`src/logic/alu_pkg.sv`:
```
package alu_pkg;

    // Operand and result widths
    localparam int data_width   = 32;
    localparam int result_width = 2 * data_width;

    // Only the low bits of operand B act as a shift or rotate amount
    localparam int shamt_width  = 5;

    // Radix-4 recoding handles two multiplier bits per digit
    localparam int booth_digits = data_width / 2;

    // Unsigned add carry lands just above the low word
    localparam int carry_bit    = data_width;

    // Zero word for padding the upper half of single-word results
    localparam logic [data_width-1:0] word_zero = '0;

    // Opcodes keep the datapath control encodings
    typedef enum logic [4:0] {
        op_add  = 5'b00011,
        op_sub  = 5'b00100,
        op_shr  = 5'b00101,
        op_shra = 5'b00110,
        op_shl  = 5'b00111,
        op_ror  = 5'b01000,
        op_rol  = 5'b01001,
        op_or   = 5'b01010,
        op_and  = 5'b01011,
        op_mul  = 5'b01111,
        op_div  = 5'b10000,
        op_neg  = 5'b10001,
        op_not  = 5'b10010,
        op_uadd = 5'b11111
    } alu_op_e;

endpackage

```
`src/logic/alu_result_select.sv`:
```
module alu_result_select (
    input  logic                             clock,
    input  logic                             reset,
    input  alu_pkg::alu_op_e                 op,
    input  logic                             inc_pc,
    input  logic                             z_in,
    input  logic [alu_pkg::data_width-1:0]   logic_result,
    input  logic [alu_pkg::data_width-1:0]   sum_result,
    input  logic [alu_pkg::data_width-1:0]   diff_result,
    input  logic [alu_pkg::result_width-1:0] uadd_result,
    input  logic [alu_pkg::data_width-1:0]   inc_result,
    input  logic [alu_pkg::result_width-1:0] product,
    input  logic [alu_pkg::data_width-1:0]   quotient,
    input  logic [alu_pkg::data_width-1:0]   remainder,
    output logic [alu_pkg::data_width-1:0]   z_hi,
    output logic [alu_pkg::data_width-1:0]   z_lo
);

    // One-hot decode of the arithmetic opcodes
    logic sel_add;
    logic sel_sub;
    logic sel_uadd;
    logic sel_mul;
    logic sel_div;

    logic [alu_pkg::result_width-1:0] next_z;

    assign sel_add  = (op == alu_pkg::op_add);
    assign sel_sub  = (op == alu_pkg::op_sub);
    assign sel_uadd = (op == alu_pkg::op_uadd);
    assign sel_mul  = (op == alu_pkg::op_mul);
    assign sel_div  = (op == alu_pkg::op_div);

    // Logic unit is already zero outside its own opcodes
    always_comb begin
        if (inc_pc) begin
            next_z = {alu_pkg::word_zero, inc_result}; // PC increment wins
        end else begin
            next_z = {alu_pkg::word_zero, logic_result}
                   | ({alu_pkg::result_width{sel_add}} & {alu_pkg::word_zero, sum_result})
                   | ({alu_pkg::result_width{sel_sub}} & {alu_pkg::word_zero, diff_result})
                   | ({alu_pkg::result_width{sel_uadd}} & uadd_result)
                   | ({alu_pkg::result_width{sel_mul}} & product)
                   | ({alu_pkg::result_width{sel_div}} & {remainder, quotient});
        end
    end

    // Z register pair
    always_ff @(posedge clock) begin
        if (reset) begin
            z_hi <= alu_pkg::word_zero;
            z_lo <= alu_pkg::word_zero;
        end else if (z_in) begin
            z_hi <= next_z[alu_pkg::result_width-1:alu_pkg::data_width];
            z_lo <= next_z[alu_pkg::data_width-1:0];
        end
    end

endmodule

```
`config.mk`:
```
export PLATFORM = sky130hd
export DESIGN_NAME = alu_result_select
export DESIGN_NICKNAME = d
export VERILOG_FILES = /design/src/logic/alu_pkg.sv /design/src/logic/alu_result_select.sv
export SDC_FILE = /design/constraint.sdc
export NUM_CORES = 1
export LEC_CHECK = 0
export ABC_AREA = 1
export BUFFER_PORTS_ARGS = -buffer_cell sky130_fd_sc_hd__buf_2
export CAP_MARGIN = 10
export CORE_AREA = 5 5 148 150
export DETAILED_ROUTE_END_ITERATION = 6
export DIE_AREA = 0 0 153 155
export MAX_ROUTING_LAYER = met4
export PLACE_DENSITY = 0.6
export SYNTH_ARGS = -nofsm -noshare
export SYNTH_HDL_FRONTEND = slang
export SYNTH_SLANG_ARGS = --single-unit
```
`constraint.sdc`:
```
create_clock -name clock -period 1.75 [get_ports clock]
set_clock_uncertainty 0.05 [all_clocks]
set_input_delay 0.35 -clock clock [delete_from_list [all_inputs] [get_ports clock]]
set_output_delay 0.35 -clock clock [all_outputs]
set_load 0.03 [all_outputs]
```
-- Word-level counts from Yosys, hierarchy flattened
Cells that the tools add are included.
Widths: inputs -> output; s select.
- $add $sub $neg: 0
- $mul: 0
- div/mod/pow operators: 0
- order comparisons: 0
- eq/ne operators: 5
- shift-type cells: 0
- muxes and demuxes: 1
- bitwise logic cells: 10
- reduce and logical (&&, ||, !) cells: 0
- operators by type and width (operator ; count):
    $or 64x64->64 ; 4
    $and 64x64->64 ; 3
    $and 64x32->64 ; 2
    $mux 64 ; 1
    $or 32x64->64 ; 1
    $eq 5x5->1 const B ; 2
    $eq 5x2->1 const B ; 1
    $eq 5x3->1 const B ; 1
    $eq 5x4->1 const B ; 1
- register bits after elaboration: 64
- bits in latches: 0
- memory bits (writable): 0
- ROM bits: 0
- input port bits: 329
- output and inout bits: 64
- memories: 0

-- Longest topological paths before layout
Gate-level depths: netlist of run 1.
- word-level depth: 8
- depth in mapped cells: 10
- mapped depth without buffers: 8

-- Least setup slack after synthesis of run 1
OpenSTA, ideal clock, no wires.
- path type: input-to-reg
- start: in op[4]
- end: reg z_lo[0] in the netlist's numbering
- setup time: 0.070 ns
- data arrival time: 1.231 ns
- required time: 1.630 ns
- slack: 0.399 ns
- stages on the path: 9
- path buffers: 2
- cells stage by stage: buf_2 inv_2 clkbuf_1 nand3_1 nand2_1 nor2_1 nand2_1 nand2_1 a21oi_1
- word-level cells in the longest chain between the ends: 8
- elaborated cells between the ends (all ways): 16
- classes of those cells: 5 x eq/ne; 1 x mux; 10 x bitwise
- RTL lines (element ; RTL line ; source):
    from (decl) ; alu_result_select.sv:4 ; input alu_pkg::alu_op_e op,
    $eq 5x2->1 ; alu_result_select.sv:28 ; assign sel_add = (op == alu_pkg::op_add);
    $and 64x32->64 ; alu_result_select.sv:40 ; | ({alu_pkg::result_width{sel_add}} & {alu_pkg::word_zero, sum_result})
    $or 32x64->64 ; alu_result_select.sv:40 ;
    $or 64x64->64 ; alu_result_select.sv:41 ; | ({alu_pkg::result_width{sel_sub}} & {alu_pkg::word_zero, diff_result})
    $or 64x64->64 ; alu_result_select.sv:42 ; | ({alu_pkg::result_width{sel_uadd}} & uadd_result)
    $or 64x64->64 ; alu_result_select.sv:43 ; | ({alu_pkg::result_width{sel_mul}} & product)
    $or 64x64->64 * ; alu_result_select.sv:44 ; | ({alu_pkg::result_width{sel_div}} & {remainder, quotient});
    $mux 64 * ; alu_result_select.sv:36 ; if (inc_pc) begin
    to (signal assigned) ; alu_result_select.sv:52 ; z_lo <= alu_pkg::word_zero;
    to (signal assigned) ; alu_result_select.sv:55 ; z_lo <= next_z[alu_pkg::data_width-1:0];
    to (decl) ; alu_result_select.sv:16 ; output logic [alu_pkg::data_width-1:0] z_lo
Every way passes the cells marked *; elsewhere a longest branch is shown, timed or not.
A chain may end at the register's enable or synchronous reset.

-- Final worst setup path of run 1
- start: in op[4]
- end: reg z_lo[10] in the netlist's numbering
Same word-level chain as after synthesis.

==> flow_summary_export.csv, run 1 <==
group,metric,value,unit
status,run_status,"finished clean",
logic_synthesis,syn-num-nets,1260,
run,max-cap-violations,0,
worst_setup_path,setup.worst_path.start_class,"primary input",
floorplanning,core_area,0.0206,mm2
floorplanning,start_util,24.9,%
sta,totalNegativeSetupSlack,0,ns
logic_synthesis,list_of_most_frequent_post_synthesis_cells,"sky130_fd_sc_hd__nand2_1 (291), sky130_fd_sc_hd__nand3_1 (192), sky130_fd_sc_hd__nor2_1 (133)",
clock_network,post_cts.repair.setup_buffers,0,
clock_network,cts.sink_count,64,
detailed_routing,remaining_drc_errors,0,
floorplanning,floorplan.die_area,0.0237,mm2
clock_network,cts_tree,"built",
logic_synthesis,synthTopCellsByArea,"sky130_fd_sc_hd__dfxtp_1 (25%), sky130_fd_sc_hd__nand2_1 (21%), sky130_fd_sc_hd__nand3_1 (19%)",
worst_setup_path,timing.reg2reg.setup_slack,1.00,ns
logic_synthesis,synth_top_cell_by_area,"sky130_fd_sc_hd__dfxtp_1",
global_routing,grt_antenna_before_repair,3,
worst_setup_path,dominant_cell_type_by_count_on_the_critical_path,"sky130_fd_sc_hd__nand2_1",
cells_and_area,finish.utilization,38.2,%
logic_synthesis,async_reset_ff_share,0,%
global_routing,grt_use_total,21.6,%
pwr,irDropWorstVdd,409,uV
clock_network,cts_hold_buf,0,
detailed_routing,final_antenna_net_count,0,
clock_network,ctsHtreeMaxLevel,3,
worst_setup_path,crit_slowest_cell,"sky130_fd_sc_hd__nor2_1",
min_path,whs_endpoint,"z_hi[6]",
sta,setup_viol_count_final,0,
clock_network,cts-root-buf,"sky130_fd_sc_hd__clkbuf_16",
worst_setup_path,reg2reg_depth,2,
sta,slew_headroom,77.6,%
sta,tightestPinTransition,0.334,ns
worst_setup_path,endpoint_kind,"flip-flop",
cells_and_area,layout.nets,1610,
sta,rsz0062_at_grt,"false",
logic_synthesis,post_synth_inst_count,931,
floorplanning,chipWidth,153,um
clock_network,maximum_root_to_sink_buffer_count,2,
logic_synthesis,yosys.cell_types.count,14,
detailed_routing,detailedRoute.firstIterationViolations,571,
clock_network,number_of_buffers_inserted_during_clock_tree_synthesis,9,
logic_synthesis,seq_area_frac_synth,25.0,%
logic_synthesis,postSynth.topFlopCell,"sky130_fd_sc_hd__dfxtp_1",
detailed_routing,routed_wirelength,26900,um
pwr,power_per_cell_area,606,mW/mm2
worst_setup_path,path_cells,"buf_4 -> clkinv_2 -> buf_12 -> nand4_1 -> nand2_1 -> nor2_1 -> nand2_1 -> nand2_1 -> a21oi_1",
logic_synthesis,synth.top_cell.area_share,25.0,%
clock_network,insertion_delay,0.32,ns
global_routing,grt-ovfl-total,0,
global_routing,grt_first_pass_wirelength,39800,um
floorplanning,fp-row-count,53,
worst_setup_path,worst_path_max_fanout,40,
worst_setup_path,crit_path_max_incr_delay,0.24,ns
logic_synthesis,synth_enable_flop_cells,0,
logic_synthesis,yosysWarnings,0,
cells_and_area,drive_gt1_share,34.8,%
detailed_routing,route.detailed.vias_per_inst,4.80,
sta,timing.fmax,0.708,GHz
sta,fin_crit_sh,80.7,%
detailed_routing,drt-wirelength-per-cell,17.2,um
logic_synthesis,synth-seq-cells,64,
worst_setup_path,critical_path_required,1.90,ns
worst_setup_path,arrival,1.56,ns
min_path,hp-start,"remainder[6]",
global_routing,grt_pass1_vias,7161,
logic_synthesis,synth_area,0.00512,mm2
clock_network,path_clk_slew,0.06,ns
worst_setup_path,crit-reg2reg-launch,"z_lo[25]",
sta,count_of_pins_over_their_slew_limit,0,
logic_synthesis,synth.avg_cell_area,5.50,um2
placed_design,detailedPlacementHpwl,21200,um
min_path,worstHoldPathType,"in2reg",
cells_and_area,syn_to_final_growth,53.3,%
worst_setup_path,worst_r2r_endpoint,"z_lo[25]",
placed_design,gp_congestion,0.919,
worst_setup_path,timing_worst_setup_path_type,"in2reg",
logic_synthesis,post-synth-top-count-cell,"sky130_fd_sc_hd__nand2_1",
detailed_routing,num_vias,7508,
clock_network,cts_resized,0,
floorplanning,pin_count,393,
placed_design,placement.io_buffers,392,
worst_setup_path,crit_family,"buffers and inverters",
pwr,power_leakage,4.16,nW
worst_setup_path,worst-path-buf-inv,3,
detailed_routing,drt_pass1_iterations,5,
global_routing,grt_start_max_net_pins,65,
sta,period_needed,1.41,ns
min_path,min_delay_path_depth,5,
sta,number_of_hold_violations_in_the_final_report,0,
cells_and_area,final.fill_count,2387,
floorplanning,die_h,155,um
layout by cell type (no fill, tap or decap):
cell type / synthesis / routed
sky130_fd_sc_hd__buf_4: 11 / 14
sky130_fd_sc_hd__a21oi_1: 64 / 64
sky130_fd_sc_hd__clkbuf_1: 22 / 1
sky130_fd_sc_hd__nand2_1: 291 / 291
sky130_fd_sc_hd__dfxtp_1: 64 / 64
sky130_fd_sc_hd__buf_12: 0 / 19
sky130_fd_sc_hd__nor2_2: 2 / 4
sky130_fd_sc_hd__clkinv_2: 0 / 3
sky130_fd_sc_hd__nor2_4: 0 / 3
sky130_fd_sc_hd__bufinv_16: 0 / 2
sky130_fd_sc_hd__clkbuf_8: 0 / 2
sky130_fd_sc_hd__diode_2: 0 / 3
sky130_fd_sc_hd__nor2_1: 133 / 128
sky130_fd_sc_hd__clkbuf_16: 0 / 9
sky130_fd_sc_hd__inv_1: 34 / 34
sky130_fd_sc_hd__nand4_1: 64 / 64
sky130_fd_sc_hd__buf_2: 46 / 391
sky130_fd_sc_hd__nand3_1: 192 / 192
through the flow:
| stage | total power [W] | hold WS [ns] | instance area [um2] | setup slack (ns) | std cells |
|---|---|---|---|---|---|
| floorplan | 0.00214 | 0.545 | 5120 | 0.399 | 931 |
| global placement | 0.00282 | 0.399 | 7520 | 0.0148 | 1545 |
| detailed placement | 0.00281 | 0.402 | 7520 | 0.0106 | 1545 |
| CTS | 0.00482 | 0.319 | 7840 | 0.352 | 1560 |
| global route | 0.00498 | 0.354 | 7850 | 0.225 | 1563 |
| finish | 0.00475 | 0.328 | 7850 | 0.338 | 1563 |
worst register-to-register path: cells and delay by family, from the launching register on:
kind / cells / cell delay, ns
AO/OA/AOI/OAI: 1 / 0.15
flip-flops: 1 / 0.38
AND/OR/NAND/NOR: 1 / 0.10
cell families (layout without fill, tap and decap cells):
| logic type | after synthesis | after routing | synth area share (%) |
|---|---|---|---|
| compound gates | 64 | 64 | 6.26 |
| flops | 64 | 64 | 25.0 |
| other cells | 0 | 3 | 0 |
| simple gates | 682 | 682 | 57.9 |
| buf+inv | 121 | 475 | 10.8 |
cell type report:
type | count | area, um2 | share of cell area (%)
Inverter | 36 | 138 | 1.75
Sequential cell | 64 | 1280 | 16.3
Multi-Input combinational cell | 746 | 3310 | 42.2
Clock inverter | 3 | 65.1 | 0.829
Timing Repair Buffer | 424 | 2440 | 31.1
Tap cell | 275 | 344 | 4.38
Antenna cell | 3 | 7.51 | 0.0957
Clock buffer | 12 | 256 | 3.27
worst max-delay path by stage:
| stage | slack [ns] | cells past startpoint | start | to |
|---|---|---|---|---|
| 4_1_cts | 0.35 | 9 | op[4] | z_lo[10] |
| 3_3_place_gp | 0.01 | 10 | op[1] | z_lo[1] |
| 3_5_place_dp | 0.01 | 9 | op[4] | z_lo[10] |
| 5_1_grt | 0.23 | 11 | op[1] | z_lo[28] |
| 6_report | 0.34 | 9 | op[4] | z_lo[10] |
| 2_1_floorplan | 0.40 | 9 | op[4] | z_lo[0] |
sequential cells by signal, summed over array words and instances (netlist names):
register,flops
z_lo,32
z_hi,32
report_power, final:
group	internal [W]	switching (W)
Sequential	0.00151	0.0000325
Clock	0.00132	0.000659
Combinational	0.000512	0.000722
routing by layer:
layer  track usage [%]  wire, um  share of wire (%)
met1              25.7     10800                 40
met5                 -         0                  0
met3              4.78      1760                6.5
met4              6.07       734                2.7
met2              36.9     13600                 51
(Power assumes the default switching activity.)
==> run 2: changes to the inputs <==
CORE_AREA = 5 5 151 153   (was 5 5 148 150)
DIE_AREA = 0 0 156 158   (was 0 0 153 155)
clock period = 1.1 ns   (was 1.75 ns; I/O delays follow)
==> flow_summary_export.csv, run 2 (synthesis results as in run 1) <==
group,metric,value,unit
worst_setup_path,setup.worst_path.start_class,"primary input",
status,failing_checks,"setup timing",
sta,rsz0062_at_grt,"true",
worst_setup_path,timing.reg2reg.setup_slack,0.35,ns
clock_network,cts-root-buf,"sky130_fd_sc_hd__clkbuf_16",
pwr,power_per_cell_area,797,mW/mm2
worst_setup_path,crit_path_max_incr_delay,0.17,ns
floorplanning,start_util,23.9,%
cells_and_area,layout_commonest_cell,"sky130_fd_sc_hd__buf_2",
detailed_routing,detailedRoute.firstIterationViolations,641,
sta,whs,0.203,ns
clock_network,insertion_delay,0.32,ns
pwr,power_leakage,4.96,nW
worst_setup_path,timing_worst_setup_path_type,"in2reg",
cells_and_area,final_cells,1637,
global_routing,gr-usage-met1,26.8,%
cells_and_area,final.fill_count,2241,
cells_and_area,most-common-layout-cells,"sky130_fd_sc_hd__buf_2 (323), sky130_fd_sc_hd__nand2_1 (253), sky130_fd_sc_hd__nand3_1 (149), sky130_fd_sc_hd__nor2_1 (120), sky130_fd_sc_hd__buf_6 (71)",
global_routing,globalRoute.busiestLayer,"met2",
pwr,seq_power_share,31.7,%
pwr,net-switching-power,0.00248,W
cells_and_area,drive_gt1_share,50.9,%
sta,count_of_pins_over_their_slew_limit,0,
floorplanning,core_area,0.0214,mm2
global_routing,grt_first_pass_wirelength,41200,um
worst_setup_path,path_cells,"buf_8 -> nor2_4 -> buf_12 -> nand2_4 -> nor2_4 -> buf_12 -> clkbuf_16 -> nand2_1 -> nand3_1 -> nand2_1 -> a21oi_1",
clock_network,cts_hold_buf,0,
sta,fin_crit_sh,108,%
worst_setup_path,arrival,1.39,ns
cells_and_area,layout.nets,1673,
worst_setup_path,worst_path_max_fanout,8,
clock_network,ctsHtreeMaxLevel,3,
worst_setup_path,worstSetupEndpoint,"z_hi[19]",
worst_setup_path,crit-reg2reg-launch,"z_lo[7]",
clock_network,path_clk_slew,0.06,ns
worst_setup_path,reg2reg_depth,3,
pwr,irDropWorstVdd,669,uV
placed_design,placed_cells_incl_taps,1575,
detailed_routing,drt-wirelength-per-cell,18.2,um
floorplanning,die_h,158,um
worst_setup_path,worst_setup_path_startpoint,"op[1]",
clock_network,cts_tree,"built",
worst_setup_path,critical_path_required,1.31,ns
min_path,worstHoldPathType,"in2reg",
pwr,internal_pwr_total,0.00539,W
clock_network,number_of_buffers_inserted_during_clock_tree_synthesis,9,
global_routing,grt_start_max_net_pins,49,
detailed_routing,routed_wirelength,29700,um
floorplanning,fp-row-count,54,
sta,timing.fmax,0.844,GHz
global_routing,grt_antenna_before_repair,6,
detailed_routing,num_vias,8102,
floorplanning,pin_count,393,
sta,period_needed,1.19,ns
detailed_routing,drt_pass1_iterations,5,
placed_design,gp_congestion,0.958,
worst_setup_path,endpoint_kind,"flip-flop",
floorplanning,chipWidth,156,um
placed_design,detailedPlacementHpwl,21000,um
detailed_routing,remaining_drc_errors,0,
floorplanning,floorplan.die_area,0.0246,mm2
pwr,power.share.clock,35.9,%
pwr,p_comb_share,32.5,%
clock_network,cts.sink_count,64,
global_routing,met2_usage,36.1,%
pwr,p_total,0.00786,W
cells_and_area,syn_to_final_growth,92.8,%
status,run_status,"complete, but fails checks",
detailed_routing,final_antenna_net_count,0,
cells_and_area,biggestRegsByFlops,"z_hi: 32 flops, z_lo: 32 flops",
worst_setup_path,crit_slowest_cell,"sky130_fd_sc_hd__clkbuf_16",
placed_design,placement.io_buffers,392,
pwr,fraction_of_power_spent_switching_nets,31.5,%
worst_setup_path,worst_r2r_endpoint,"z_lo[7]",
run,max-cap-violations,0,
sta,tightestPinTransition,0.232,ns
sta,number_of_hold_violations_in_the_final_report,0,
detailed_routing,route.detailed.vias_per_inst,4.95,
clock_network,maximum_root_to_sink_buffer_count,2,
sta,setup_viol_count_final,52,
sta,slew_headroom,84.5,%
global_routing,global_route.usage.met3,3.64,%
global_routing,grt_pass1_vias,7464,
global_routing,grt_use_total,22.0,%
min_path,min_delay_path_depth,5,
sta,postLayoutSetupSlackWorst,-0.0852,ns
global_routing,grt-ovfl-total,0,
run 2: what timing repair did:
| item | in CTS | in global routing |
|---|---|---|
| cloned | 9 | 11 |
| pin swaps | 19 | 48 |
| setup buffers | 11 | 13 |
| endpoints found under the setup margin | 127 | 110 |
| gates resized for setup | 190 | 158 |
run 2: routing by layer:
| metal | share of wire, % | routed length [um] | vias up |
|---|---|---|---|
| li1 | - | - | 3926 |
| met1 | 40 | 12000 | 3730 |
| met2 | 49 | 14700 | 375 |
| met3 | 6.5 | 1930 | 71 |
| met4 | 3.7 | 1090 | 0 |
| met5 | 0 | 0 | - |
run 2: critical path, delay by kind of cell:
| family | cells | cell delay [ns] |
|---|---|---|
| AND/OR/NAND/NOR | 6 | 0.48 |
| AO/OA/AOI/OAI | 1 | 0.11 |
| buffers and inverters | 4 | 0.56 |
run 2: through the flow:
| step | TNS (ns) | worst slack (ns) | utilization (%) | area, um2 |
|---|---|---|---|---|
| floorplan | -0.187 | -0.00937 | - | 5350 |
| global placement | -24.94 | -0.465 | 36.7 | 7850 |
| detailed placement | -25.77 | -0.481 | 36.7 | 7850 |
| CTS | -0.155 | -0.0211 | 42.3 | 9070 |
| global route | -5.68 | -0.145 | 46.1 | 9870 |
| finish | -1.89 | -0.0852 | 46.1 | 9870 |
run 2: worst min-delay path by stage:
stage | start | endpoint | slack (ns)
final | remainder[13] | z_hi[13] | 0.20
after global routing | remainder[17] | z_hi[17] | 0.20
after CTS | remainder[25] | z_hi[25] | 0.18
after detailed placement | z_hi[12] | z_hi[12] | 0.40
after global placement | z_lo[15] | z_lo[15] | 0.40
after floorplan | remainder[0] | z_hi[0] | 0.42
run 2: layout make-up:
type / count / area (um2) / area share (%)
timing repair buffer: 487 / 3880 / 39.4
multi-input combinational: 746 / 3830 / 38.8
sequential: 64 / 1360 / 13.7
tap: 280 / 350 / 3.55
clock buffer: 10 / 229 / 2.32
inverter: 36 / 138 / 1.39
clock inverter: 6 / 60.1 / 0.608
antenna: 8 / 20.0 / 0.203
run 2: power groups by stage:
| stage | Clock [W] | Sequential (W) | Combinational (W) |
|---|---|---|---|
| 6_report | 0.00282 | 0.00249 | 0.00255 |
| 3_3_place_gp | 0 | 0.00250 | 0.00211 |
| 3_5_place_dp | 0 | 0.00250 | 0.00210 |
| 2_1_floorplan | 0 | 0.00267 | 0.000807 |
| 5_1_grt | 0.00302 | 0.00250 | 0.00275 |
| 4_1_cts | 0.00289 | 0.00248 | 0.00238 |
